[src/verilog/ctrl_defs.svh]
// Widths and counts shared by the controller RTL and its testbench
// Kill and halt vectors are indexed with bit 0 as IF and the top bit as WB

`ifndef CTRL_DEFS_SVH
`define CTRL_DEFS_SVH

// Pipeline stages IF, ID, EX, WB
`define CTRL_STAGES 4

// Interrupt id as delivered by the interrupt controller
`define CTRL_IRQ_ID_W 5

// Recorded cause, interrupt flag on top of the cause code
`define CTRL_CAUSE_W 6

`endif

[src/verilog/ctrl_pkg.sv]
// Types for the four-stage pipeline controller
// Debug status is one-hot, so each status bit is a state bit

`include "ctrl_defs.svh"

package ctrl_pkg;

  ////////////////////////////////////////////////////////////
  // Encodings
  ////////////////////////////////////////////////////////////

  typedef enum logic [2:0] {
    RESET, BOOT_SET, FUNCTIONAL, SLEEP, DEBUG_TAKEN
  } ctrl_state_e;

  // One-hot debug status
  typedef enum logic [2:0] {
    HAVERESET = 3'b001,
    RUNNING   = 3'b010,
    HALTED    = 3'b100
  } dbg_state_e;

  typedef enum logic [2:0] {
    PC_BOOT, PC_JUMP, PC_BRANCH, PC_EXCEPTION, PC_DRET
  } pc_sel_e;

  // Target selection when pc_sel is PC_EXCEPTION
  typedef enum logic [1:0] {
    IRQ, EXCEPTION, DEBUG_ENTRY, DEBUG_EXCEPTION
  } exc_sel_e;

  typedef enum logic [4:0] {
    INSTR_BUS_FAULT = 5'd1,
    ILLEGAL         = 5'd2,
    BREAKPOINT      = 5'd3,
    ECALL_M         = 5'd11
  } exc_cause_e;

  typedef enum logic [2:0] {
    NONE    = 3'd0,
    EBREAK  = 3'd1,
    HALTREQ = 3'd3
  } dbg_cause_e;

  // Stage whose PC goes to the CSRs
  typedef enum logic [1:0] {
    SAVE_IF, SAVE_ID, SAVE_EX, SAVE_WB
  } save_sel_e;

  ////////////////////////////////////////////////////////////
  // Bundles
  ////////////////////////////////////////////////////////////

  // Instruction kind in WB, not yet qualified with valid
  typedef struct packed {
    logic valid;
    logic bus_err;
    logic illegal;
    logic ecall;
    logic ebreak;
    logic wfi;
    logic dret;
    logic lsu_en;
  } wb_info_t;

  typedef struct packed {
    logic     id_valid;
    logic     id_jump;
    logic     id_jr_stall;
    logic     ex_valid;
    logic     ex_branch;
    logic     branch_decision;
    logic     if_valid;
    logic     if_ready;
    // Hazard stalls, each one halts ID
    logic     jr_stall;
    logic     load_stall;
    logic     csr_stall;
    logic     wfi_stall;
    wb_info_t wb;
  } pipe_status_t;

  typedef struct packed {
    logic                      exception;
    logic                      wfi;
    logic                      dret;
    logic                      ebreak;
    exc_cause_e                exc_cause;
    logic                      branch_in_ex;
    logic                      jump_in_id;
    logic                      pending_irq;
    logic                      irq_allowed;
    logic [`CTRL_IRQ_ID_W-1:0] irq_id;
    logic                      pending_debug;
    logic                      debug_allowed;
    dbg_cause_e                debug_cause_next;
  } ctrl_events_t;

  typedef struct packed {
    logic                      instr_req;
    logic                      busy;
    logic                      pc_set;
    pc_sel_e                   pc_sel;
    exc_sel_e                  exc_sel;
    logic [`CTRL_STAGES-1:0]   kill;
    logic [`CTRL_STAGES-1:0]   halt;
    logic                      irq_ack;
    logic [`CTRL_IRQ_ID_W-1:0] irq_id;
    logic                      csr_save_cause;
    logic [`CTRL_CAUSE_W-1:0]  csr_cause;
    save_sel_e                 save_sel;
    logic                      save_pc;
    logic                      csr_restore_dret;
    logic                      debug_csr_save;
  } ctrl_out_t;

  typedef struct packed {
    logic       mode;
    logic       havereset;
    logic       running;
    logic       halted;
    dbg_cause_e cause;
  } dbg_status_t;

endpackage

[src/verilog/ctrl_event_decode.sv]
// Purely combinational, every event is valid in the cycle of its inputs
// Interrupts are never pending inside debug mode

`timescale 1ns/1ps
`include "ctrl_defs.svh"

module ctrl_event_decode (
  input  ctrl_pkg::pipe_status_t    pipe_i,
  input  logic                      irq_req_i,
  input  logic [`CTRL_IRQ_ID_W-1:0] irq_id_i,
  input  logic                      debug_req_i,
  input  logic                      debug_req_q_i,
  input  logic                      debug_mode_i,
  input  logic                      debug_ebreakm_i,
  output ctrl_pkg::ctrl_events_t    events_o
);

  logic lsu_in_wb;
  logic ebreak_in_wb;
  logic ebreakm_entry;

  // WB kinds only count with a valid instruction behind them
  assign ebreak_in_wb = pipe_i.wb.valid && pipe_i.wb.ebreak;
  assign lsu_in_wb    = pipe_i.wb.valid && pipe_i.wb.lsu_en;

  assign events_o.exception = pipe_i.wb.valid &&
                              (pipe_i.wb.bus_err || pipe_i.wb.illegal ||
                               pipe_i.wb.ecall   || pipe_i.wb.ebreak);
  assign events_o.wfi    = pipe_i.wb.valid && pipe_i.wb.wfi;
  assign events_o.dret   = pipe_i.wb.valid && pipe_i.wb.dret;
  assign events_o.ebreak = ebreak_in_wb;

  // Fixed priority, bus error first and breakpoint last
  assign events_o.exc_cause = pipe_i.wb.bus_err ? ctrl_pkg::INSTR_BUS_FAULT :
                              pipe_i.wb.illegal ? ctrl_pkg::ILLEGAL :
                              pipe_i.wb.ecall   ? ctrl_pkg::ECALL_M :
                                                  ctrl_pkg::BREAKPOINT;

  // Branch needs a resolved taken decision in EX
  assign events_o.branch_in_ex = pipe_i.ex_valid && pipe_i.ex_branch &&
                                 pipe_i.branch_decision;
  // Jump register target not ready yet while jr stalls
  assign events_o.jump_in_id = pipe_i.id_valid && pipe_i.id_jump && !pipe_i.id_jr_stall;

  // Interrupts
  assign events_o.pending_irq = irq_req_i && !debug_mode_i;
  // A load/store in WB must finish on the bus before anything is killed
  assign events_o.irq_allowed = !lsu_in_wb && !debug_mode_i;
  assign events_o.irq_id      = irq_id_i;

  ////////////////////////////////////////////////////////////
  // Debug entry
  ////////////////////////////////////////////////////////////

  // ebreak traps to debug when ebreakm is set
  assign ebreakm_entry = ebreak_in_wb && debug_ebreakm_i && !debug_mode_i;

  // ebreak inside debug mode restarts the debug handler
  assign events_o.pending_debug = ((debug_req_i || debug_req_q_i) && !debug_mode_i) ||
                                  ebreakm_entry ||
                                  (ebreak_in_wb && debug_mode_i);
  assign events_o.debug_allowed = !lsu_in_wb;

  assign events_o.debug_cause_next = ebreakm_entry ? ctrl_pkg::EBREAK : ctrl_pkg::HALTREQ;

endmodule

[src/verilog/ctrl_debug_state.sv]
// Debug mode follows the FSM strobes one cycle late
// The halt request is sticky so a short pulse is held until debug mode

`timescale 1ns/1ps

module ctrl_debug_state (
  input  logic                   clk,
  input  logic                   rst_n,
  input  logic                   debug_req_i,
  input  logic                   booted_i,
  input  logic                   take_debug_i,
  input  logic                   enter_debug_i,
  input  logic                   exit_debug_i,
  input  ctrl_pkg::dbg_cause_e   cause_next_i,
  output logic                   debug_req_q_o,
  output ctrl_pkg::dbg_status_t  dbg_o
);

  logic                 mode_q;
  logic                 mode_d;
  ctrl_pkg::dbg_cause_e cause_q;
  ctrl_pkg::dbg_state_e state_q;
  ctrl_pkg::dbg_state_e state_d;

  // Entry wins over exit, they never come together
  assign mode_d = enter_debug_i ? 1'b1 : (exit_debug_i ? 1'b0 : mode_q);

  always_ff @(posedge clk or negedge rst_n) begin
    if (!rst_n) begin
      debug_req_q_o <= 1'b0;
      mode_q        <= 1'b0;
      cause_q       <= ctrl_pkg::NONE;
      state_q       <= ctrl_pkg::HAVERESET;
    end else begin
      // Sticky request, dropped once the core sits in debug mode
      if (debug_req_i) begin
        debug_req_q_o <= 1'b1;
      end else if (mode_q) begin
        debug_req_q_o <= 1'b0;
      end
      mode_q  <= mode_d;
      state_q <= state_d;
      // Cause is captured on the decision, read back in DEBUG_TAKEN
      if (take_debug_i) begin
        cause_q <= cause_next_i;
      end
    end
  end

  // Status machine, looks at next mode so it moves with mode
  always_comb begin
    state_d = state_q;
    case (state_q)
      ctrl_pkg::HAVERESET: begin
        if (mode_d) begin
          state_d = ctrl_pkg::HALTED;
        end else if (booted_i) begin
          state_d = ctrl_pkg::RUNNING;
        end
      end
      ctrl_pkg::RUNNING: begin
        if (mode_d) begin
          state_d = ctrl_pkg::HALTED;
        end
      end
      ctrl_pkg::HALTED: begin
        if (!mode_d) begin
          state_d = ctrl_pkg::RUNNING;
        end
      end
      default: state_d = ctrl_pkg::HAVERESET;
    endcase
  end

  assign dbg_o.mode      = mode_q;
  assign dbg_o.havereset = state_q[0];
  assign dbg_o.running   = state_q[1];
  assign dbg_o.halted    = state_q[2];
  assign dbg_o.cause     = cause_q;

endmodule

[src/verilog/ctrl_main_fsm.sv]
// All outputs are combinational from state and the same-cycle events
// Only one redirect per issued instruction, held by the taken-once flag

`timescale 1ns/1ps
`include "ctrl_defs.svh"

module ctrl_main_fsm (
  input  logic                    clk,
  input  logic                    rst_n,
  input  logic                    fetch_enable_i,
  input  ctrl_pkg::pipe_status_t  pipe_i,
  input  ctrl_pkg::ctrl_events_t  events_i,
  input  logic                    irq_wu_i,
  input  ctrl_pkg::dbg_status_t   dbg_i,
  output ctrl_pkg::ctrl_out_t     ctrl_o,
  output logic                    booted_o,
  output logic                    take_debug_o,
  output logic                    enter_debug_o,
  output logic                    exit_debug_o
);

  // IF, ID and EX, WB left alone
  localparam logic [`CTRL_STAGES-1:0] KILL_FRONT = {1'b0, {(`CTRL_STAGES-1){1'b1}}};

  ctrl_pkg::ctrl_state_e state_q;
  ctrl_pkg::ctrl_state_e state_d;
  logic                  taken_q;
  logic                  taken_d;
  ctrl_pkg::save_sel_e   oldest_sel;
  logic                  ebreak_in_dm;

  // Oldest valid stage, IF always holds a valid next PC
  always_comb begin
    if (pipe_i.wb.valid) begin
      oldest_sel = ctrl_pkg::SAVE_WB;
    end else if (pipe_i.ex_valid) begin
      oldest_sel = ctrl_pkg::SAVE_EX;
    end else if (pipe_i.id_valid) begin
      oldest_sel = ctrl_pkg::SAVE_ID;
    end else begin
      oldest_sel = ctrl_pkg::SAVE_IF;
    end
  end

  // Re-entry of the debug handler, no CSR update and WB kept
  assign ebreak_in_dm = events_i.ebreak && dbg_i.mode;

  ////////////////////////////////////////////////////////////
  // Next state and outputs
  ////////////////////////////////////////////////////////////

  always_comb begin
    state_d                 = state_q;
    taken_d                 = taken_q;
    booted_o                = 1'b0;
    take_debug_o            = 1'b0;
    enter_debug_o           = 1'b0;
    exit_debug_o            = 1'b0;
    ctrl_o.instr_req        = 1'b1;
    ctrl_o.busy             = 1'b1;
    ctrl_o.pc_set           = 1'b0;
    ctrl_o.pc_sel           = ctrl_pkg::PC_BOOT;
    ctrl_o.exc_sel          = ctrl_pkg::IRQ;
    ctrl_o.kill             = '0;
    ctrl_o.halt             = '0;
    ctrl_o.irq_ack          = 1'b0;
    ctrl_o.irq_id           = '0;
    ctrl_o.csr_save_cause   = 1'b0;
    ctrl_o.csr_cause        = '0;
    ctrl_o.save_sel         = ctrl_pkg::SAVE_IF;
    ctrl_o.save_pc          = 1'b0;
    ctrl_o.csr_restore_dret = 1'b0;
    ctrl_o.debug_csr_save   = 1'b0;

    // ID held on hazards, and on events that wait for WB to drain
    ctrl_o.halt[1] = pipe_i.jr_stall || pipe_i.load_stall ||
                     pipe_i.csr_stall || pipe_i.wfi_stall ||
                     (events_i.pending_irq && !events_i.irq_allowed) ||
                     (events_i.pending_debug && !events_i.debug_allowed);

    case (state_q)
      ctrl_pkg::RESET: begin
        ctrl_o.instr_req = 1'b0;
        if (fetch_enable_i) begin
          booted_o = 1'b1;
          state_d  = ctrl_pkg::BOOT_SET;
        end
      end
      ctrl_pkg::BOOT_SET: begin
        ctrl_o.pc_set = 1'b1;
        ctrl_o.pc_sel = ctrl_pkg::PC_BOOT;
        state_d       = ctrl_pkg::FUNCTIONAL;
      end
      ctrl_pkg::FUNCTIONAL: begin
        if (events_i.pending_debug && events_i.debug_allowed) begin
          // Freeze everything, the entry itself is done next cycle
          ctrl_o.halt  = '1;
          take_debug_o = 1'b1;
          state_d      = ctrl_pkg::DEBUG_TAKEN;
        end else if (events_i.pending_irq && events_i.irq_allowed) begin
          ctrl_o.kill           = '1;
          ctrl_o.pc_set         = 1'b1;
          ctrl_o.pc_sel         = ctrl_pkg::PC_EXCEPTION;
          ctrl_o.exc_sel        = ctrl_pkg::IRQ;
          ctrl_o.irq_ack        = 1'b1;
          ctrl_o.irq_id         = events_i.irq_id;
          ctrl_o.csr_save_cause = 1'b1;
          ctrl_o.csr_cause      = {1'b1, events_i.irq_id};
          ctrl_o.save_pc        = 1'b1;
          ctrl_o.save_sel       = oldest_sel;
        end else if (events_i.exception) begin
          // Write enables are already suppressed in WB
          ctrl_o.kill           = KILL_FRONT;
          ctrl_o.pc_set         = 1'b1;
          ctrl_o.pc_sel         = ctrl_pkg::PC_EXCEPTION;
          ctrl_o.exc_sel        = dbg_i.mode ? ctrl_pkg::DEBUG_EXCEPTION : ctrl_pkg::EXCEPTION;
          ctrl_o.csr_save_cause = !dbg_i.mode;
          ctrl_o.csr_cause      = {1'b0, events_i.exc_cause};
          ctrl_o.save_pc        = 1'b1;
          ctrl_o.save_sel       = ctrl_pkg::SAVE_WB;
        end else if (events_i.wfi) begin
          // EX and WB keep moving so a bubble reaches WB
          ctrl_o.halt[1:0] = 2'b11;
          ctrl_o.instr_req = 1'b0;
          state_d          = ctrl_pkg::SLEEP;
        end else if (events_i.dret) begin
          ctrl_o.kill             = KILL_FRONT;
          ctrl_o.pc_set           = 1'b1;
          ctrl_o.pc_sel           = ctrl_pkg::PC_DRET;
          ctrl_o.csr_restore_dret = 1'b1;
          exit_debug_o            = 1'b1;
        end else if (events_i.branch_in_ex && !taken_q) begin
          ctrl_o.kill[1:0] = 2'b11;
          ctrl_o.pc_set    = 1'b1;
          ctrl_o.pc_sel    = ctrl_pkg::PC_BRANCH;
          taken_d          = 1'b1;
        end else if (events_i.jump_in_id && !taken_q) begin
          ctrl_o.kill[0] = 1'b1;
          ctrl_o.pc_set  = 1'b1;
          ctrl_o.pc_sel  = ctrl_pkg::PC_JUMP;
          taken_d        = 1'b1;
        end
      end
      ctrl_pkg::SLEEP: begin
        ctrl_o.busy      = 1'b0;
        ctrl_o.instr_req = 1'b0;
        // Halting WB holds the whole pipe
        ctrl_o.halt[`CTRL_STAGES-1] = 1'b1;
        if (irq_wu_i || events_i.pending_debug || dbg_i.mode) begin
          ctrl_o.busy = 1'b1;
          state_d     = ctrl_pkg::FUNCTIONAL;
        end
      end
      ctrl_pkg::DEBUG_TAKEN: begin
        ctrl_o.pc_set         = 1'b1;
        ctrl_o.pc_sel         = ctrl_pkg::PC_EXCEPTION;
        ctrl_o.exc_sel        = ctrl_pkg::DEBUG_ENTRY;
        ctrl_o.debug_csr_save = 1'b1;
        ctrl_o.csr_save_cause = !ebreak_in_dm;
        ctrl_o.save_pc        = 1'b1;
        ctrl_o.save_sel       = oldest_sel;
        ctrl_o.kill           = KILL_FRONT;
        // The ebreak that caused entry is reported as retired
        ctrl_o.kill[`CTRL_STAGES-1] = !((dbg_i.cause == ctrl_pkg::EBREAK) || ebreak_in_dm);
        enter_debug_o = 1'b1;
        state_d       = ctrl_pkg::FUNCTIONAL;
      end
      default: begin
        ctrl_o.instr_req = 1'b0;
        state_d          = ctrl_pkg::RESET;
      end
    endcase

    // New instruction issued from IF, redirects allowed again
    if (taken_q && pipe_i.if_valid && pipe_i.if_ready) begin
      taken_d = 1'b0;
    end
  end

  always_ff @(posedge clk or negedge rst_n) begin
    if (!rst_n) begin
      state_q <= ctrl_pkg::RESET;
      taken_q <= 1'b0;
    end else begin
      state_q <= state_d;
      taken_q <= taken_d;
    end
  end

endmodule

[src/verilog/ctrl_top.sv]
// Pipeline controller top, event decode, debug state and main FSM
// Debug mode reaches the decode through dbg_o.mode

`timescale 1ns/1ps
`include "ctrl_defs.svh"

module ctrl_top (
  input  logic                      clk,
  input  logic                      rst_n,
  input  logic                      fetch_enable_i,
  input  ctrl_pkg::pipe_status_t    pipe_i,
  input  logic                      irq_req_i,
  input  logic [`CTRL_IRQ_ID_W-1:0] irq_id_i,
  input  logic                      irq_wu_i,
  input  logic                      debug_req_i,
  input  logic                      debug_ebreakm_i,
  output ctrl_pkg::ctrl_out_t       ctrl_o,
  output ctrl_pkg::dbg_status_t     dbg_o
);

  ctrl_pkg::ctrl_events_t events;
  logic                   debug_req_q;
  logic                   booted;
  logic                   take_debug;
  logic                   enter_debug;
  logic                   exit_debug;

  ctrl_event_decode u_decode (
    .pipe_i          (pipe_i),
    .irq_req_i       (irq_req_i),
    .irq_id_i        (irq_id_i),
    .debug_req_i     (debug_req_i),
    .debug_req_q_i   (debug_req_q),
    .debug_mode_i    (dbg_o.mode),
    .debug_ebreakm_i (debug_ebreakm_i),
    .events_o        (events)
  );

  ctrl_debug_state u_debug (
    .clk           (clk),
    .rst_n         (rst_n),
    .debug_req_i   (debug_req_i),
    .booted_i      (booted),
    .take_debug_i  (take_debug),
    .enter_debug_i (enter_debug),
    .exit_debug_i  (exit_debug),
    .cause_next_i  (events.debug_cause_next),
    .debug_req_q_o (debug_req_q),
    .dbg_o         (dbg_o)
  );

  ctrl_main_fsm u_fsm (
    .clk            (clk),
    .rst_n          (rst_n),
    .fetch_enable_i (fetch_enable_i),
    .pipe_i         (pipe_i),
    .events_i       (events),
    .irq_wu_i       (irq_wu_i),
    .dbg_i          (dbg_o),
    .ctrl_o         (ctrl_o),
    .booted_o       (booted),
    .take_debug_o   (take_debug),
    .enter_debug_o  (enter_debug),
    .exit_debug_o   (exit_debug)
  );

endmodule

[config.mk]
export PLATFORM = sky130hd
export DESIGN_NAME = ctrl_top
export DESIGN_NICKNAME = d
export VERILOG_FILES = /design/src/verilog/ctrl_pkg.sv /design/src/verilog/ctrl_event_decode.sv /design/src/verilog/ctrl_debug_state.sv /design/src/verilog/ctrl_main_fsm.sv /design/src/verilog/ctrl_top.sv
export VERILOG_INCLUDE_DIRS = /design/src /design/src/verilog
export SDC_FILE = /design/constraint.sdc
export NUM_CORES = 1
export LEC_CHECK = 0
export BUFFER_PORTS_ARGS = -buffer_cell sky130_fd_sc_hd__buf_2
export CORE_UTILIZATION = 43
export CTS_BUF_LIST = sky130_fd_sc_hd__clkbuf_4
export DETAILED_ROUTE_END_ITERATION = 6
export PLACE_DENSITY = 0.83
export SYNTH_ARGS = -nofsm -noshare
export SYNTH_HDL_FRONTEND = slang
export SYNTH_SLANG_ARGS = --single-unit
export TNS_END_PERCENT = 20
[constraint.sdc]
create_clock -name clk -period 2.69 [get_ports clk]
set_input_delay 0.538 -clock clk [delete_from_list [all_inputs] [get_ports clk]]
set_output_delay 0.538 -clock clk [all_outputs]
set_load 0.02 [all_outputs]
# --- Yosys cells after proc, flatten, opt, wreduce, memory -nomap -nowiden ---
# Index checks and enable logic that the tools add are counted.
# Widths: inputs -> output; s select.
classes:
  muxes: 83
  n_eq_ne: 21
  reduce_logical: 52
op_table:
  columns: ["cell", "count"]
  rows:
  - ["$mux 10", 4]
  - ["$mux 1", 36]
  - ["$mux 4", 8]
  - ["$mux 3", 10]
  - ["$logic_and 1x1->1", 23]
  - ["$mux 2", 11]
  - ["$mux 17", 1]
  - ["$logic_or 1x1->1", 14]
  - ["$mux 6", 2]
  - ["$ne 3x2->1 const B", 4]
  - ["$pmux 3 s4", 1]
  - ["$pmux 4 s3", 1]
  - ["$pmux 6 s2", 1]
  - ["$mux 5", 2]
  - ["$ne 2x1->1 const B", 5]
  - ["$eq 3x1->1 const B", 3]
  - ["$eq 3x2->1 const B", 3]
  - ["$mux 9", 1]
  - ["$pmux 3 s3", 1]
  - ["$ne 2x2->1 const B", 4]
  - ["$logic_not 1->1", 7]
  - ["$reduce_and 7->1", 1]
  - ["$eq 3x3->1 const B", 2]
  - ["$pmux 1 s2", 3]
  - ["other kinds (7)", 8]
word_totals:
  regBits: 12
  in_bits: 32
  out_inout_bits: 41
  elab_cells: 162

# --- Longest topological paths before layout ---
logic_depth:
  ltp_word: 12
  depth_mapped: 6

# --- Hierarchy ---
# A second synthesis with hierarchy kept.
unflattened:
  hier_cells: 165
  area_unflattened_um2: 1178.6
modules_own_cells:
  columns: ["mod", "area_each_um2", "n_inst", "cells_per_inst"]
  rows:
  - ["ctrl_main_fsm", 666.9, 1, 109]
  - ["ctrl_debug_state", 331.6, 1, 27]
  - ["ctrl_event_decode", 180.2, 1, 29]

# --- Worst setup path before layout ---
# Ideal clock, no wire load.
synth_path:
  path_kind: "input-to-output"
  from: "in irq_req_i"
  to: "out ctrl_o[11] (netlist bit)"
  setup_slack_ns: 0.224
  n_path_buf: 0
  required_ns: 2.152
  stages: 4
  arrival_ns: 1.928
  path_cell_list: "nor2b_2 a21oi_2 or4_4 o21ai_0"
synth_rtl:
  columns: ["item", "line", "source"]
  rows:
  - ["start: declaration", "ctrl_top.sv:12", "input logic irq_req_i,"]
  - ["end: declaration", "ctrl_top.sv:17", "output ctrl_pkg::ctrl_out_t ctrl_o,"]

==> metrics.md <==
| Metric | Value |
|---|---|
| Status | `finished, final reports clean` |
| Maximum vdd drop | `a little over 0.8 mV` |
| Share of post-route cells with drive strength above 1 | `0.481` |
| CTS tree | `done` |
| R2R Path End | `u_debug.state_q[2]` |
| FF-to-FF Start | `u_debug.mode_q` |
| Max-Cap Viols | `0` |
| Die area | `around 0.0027 mm²` |
| Most frequent cells in the layout | `70 x buf_2, 10 x a21oi_1, 10 x buf_4` |
| Die height | `51.9 µm` |
| Starting Density | `0.471` |
| GR Overflow Total | `0` |
| Biggest fanout along the worst timing path | `7` |
| Area of the core | `0.00228 mm²` |
| Vias in the first global route | `roughly 1200` |
| Cts bufs inserted | `3` |
| Die width | `slightly above 50 µm` |
| Final wirelength | `3.73 mm` |
| Sw frac | `0.510` |
| Top-Level Pins | `73` |
| DRT iter0 DRCs | `61` |
| Post-synth top flop | `dfrtp_1` |
| Leakage power | `approximately 0.82 nW` |
| Hold Path Class | `input port to asynchronous set/reset pin` |
| Sink Count | `11` |
| Fillers | `201` |
| PortBufs | `71` |
| Yosys top cell area share | `0.233` |
| Setup violators final | `0` |
| Post-DP HPWL | `about 2.8 mm` |
| Final Skew | `0.00894 ns` |
| Most common cell after layout, fill and taps aside | `buf_2` |
| Sequential element share of the synthesized area | `0.258` |
| Crit path required time | `2.15 ns` |
| Root Buffer | `clkbuf_4` |
| Antenna diodes | `0` |
| Type of origin of the critical path | `flip-flop` |
| Distinct cells, synth | `48` |
| Avg Synthesized Cell Area | `7.83 µm²` |
| WP data arrival | `between 2 and 2.5 ns` |
| Drt wl/cell | `between 15 and 20 µm` |
| EDFF count, synth | `0` |
| Clk pwr share | `0.114` |
| Nets | `241` |
| Synthesized net count | `roughly 170` |
| Post-Synthesis Cells | `137` |
| Peak Freq | `0.380 GHz` |
| Final GP Congestion | `roughly 0.94` |
| Bufs on Longest Clock Path | `2` |
| Critical Path End Type | `output port` |
| FP Rows | `17` |
| Clk_lat worst skew | `0.28 ns` |
| Residual DRC | `0` |
| Total Neg Setup Slack | `0 ns` |
| Vias | `about 1400` |
| Comb pwr share | `0.645` |
| Drt first pass iters | `4` |
| Area Growth Syn to Fin | `40.6%` |
| First-pass GRT wire length | `5.45 mm` |
| Seq pwr share | `0.241` |
| Sw Pwr | `roughly 0.59 mW` |
| Hold Vio Cnt, Final | `0` |
| Initial antenna violation count | `0` |
| Warnings, synthesis | `0` |
| Vias per cell | `5.91` |
| Non-Filler Instances | `~240` |
| Clock Pin Slew Worst Setup and Hold Paths | `0.08 ns` |
| Remaining antenna violation count | `0` |
| Internal power | `0.563 mW` |
| #FFs+latches synth | `11` |
| Ranking of synthesized cells by area | `dfrtp_1 23%, buf_4 5.6%, a21oi_1 5.1%, and3_1 4.7%, o21ai_0 4.7%` |
| Power per cell area | `approximately 760 mW/mm²` |
| FF-to-FF setup slack | `just over 0.9 ns` |
| # H-tree levels | `1` |
| Async S/R FF share, synth | `1.00` |
| Setup Crit Path Kind | `flip-flop to output port` |
| GRT Util Overall | `0.274` |
| Placed insts | `229` |
| Period minus WS final | `~2.6 ns` |
| Synthesized cell area | `0.00107 mm²` |
| Largest net degree at the start of global routing | `13` |
| Synth area leader | `dfrtp_1` |
| Max-slew violation count | `0` |
| Register-to-Register Path Depth | `6` |
| Final Cycle Share | `0.979` |
-- cell type report --
cell class	instances	area, µm²	share of cell area
Clock buffer	4	30.0	0.0199
Inverter	7	26.3	0.0174
Timing Repair Buffer	80	425	0.282
Tap cell	28	35.0	0.0232
Multi-Input combinational cell	106	711	0.471
Sequential cell	11	280	0.186
-- timing repair --
item	CTS	global route
resized for setup	2	8
endpoints found under the setup margin	2	16
setup buffers	2	1
pin swaps	1	2
hold endpoints to repair	0	0
cloned	0	0
hold buffers	0	0
-- cell families (layout without fill, tap and decap cells) --
family	count (synthesis)	count (layout)	share of synthesized area
compound gates	47	47	0.322
buf+inv	20	91	0.100
flops	11	11	0.258
other cells	1	1	0.00350
simple gates	58	58	0.316
-- through the flow --
stage                     cell area [µm²]  hold WS, ns  setup slack, ns  utilization  power (mW)
after floorplan                      1070        0.242            0.224            -       0.744
after global placement               1430        0.421            0.143        0.627       0.954
after detailed placement             1430        0.431            0.122        0.627       0.978
after CTS                            1480        0.128           0.0211        0.649        1.12
after global routing                 1510        0.132          -0.0299        0.662        1.21
final                                1510        0.118           0.0576        0.662        1.15
-- flip-flops by register name, summed over array words and instances (netlist names) --
register / flops
u_debug.cause_q: 2
u_debug.debug_req_q_o: 1
u_fsm.state_q: 3
u_fsm.taken_q: 1
u_debug.mode_q: 1
u_debug.state_q: 3
-- layer usage --
| layer | part of all wire | vias to the layer above | track usage | wire length (µm) |
|---|---|---|---|---|
| met2 | 0.51 | 80 | 0.464 | 1910 |
| li1 | - | 645 | - | - |
| met1 | 0.39 | 660 | 0.320 | 1450 |
| met5 | 0 | - | 0 | 0 |
| met3 | 0.078 | 10 | 0.0702 | 291 |
| met4 | 0.019 | 0 | 0.126 | 72 |
-- cells in the mapped netlist, types with 2 or more instances --
library cell and n:
o21ai_0 10, nand3_1 5, a31oi_1 2, o221ai_1 3
nand2_1 10, or4_4 2, nor2b_1 4, buf_4 8
o21bai_1 2, a21oi_1 11, a41o_1 2, and3_1 8
nor2_1 9, nand3b_1 2, nand2b_1 3, buf_2 2
o22ai_1 2, clkbuf_1 3, inv_1 7, a21boi_0 2
dfrtp_1 10, nor3_1 3, and4_1 2
-- critical path, stage by stage, from the launching register on --
cell	delay, ns
dfrtp_2	0.45
or3b_1	0.41
or4_4	0.55
o21ai_1	0.21
buf_2	0.20
-- worst max path at each step --
| stage | start | endpoint | slack (ns) | cells after the start |
|---|---|---|---|---|
| 2_1_floorplan | irq_req_i | ctrl_o[11] | 0.22 | 4 |
| 3_3_place_gp | pipe_i[3] | ctrl_o[19] | 0.14 | 6 |
| 3_5_place_dp | debug_ebreakm_i | ctrl_o[11] | 0.12 | 6 |
| 4_1_cts | u_fsm.state_q[2] | ctrl_o[29] | 0.02 | 5 |
| 5_1_grt | u_debug.mode_q | ctrl_o[23] | -0.03 | 7 |
| 6_report | u_fsm.state_q[2] | ctrl_o[11] | 0.06 | 4 |
-- power by group through the flow --
stage               sequential, mW  combinational [mW]  clock (mW)
detailed placement           0.273               0.705           0
global route                 0.286               0.783       0.137
global placement             0.269               0.686           0
finish                       0.277               0.741       0.131
CTS                          0.271               0.713       0.132
floorplan                    0.289               0.455           0
(Power assumes the default switching activity.)
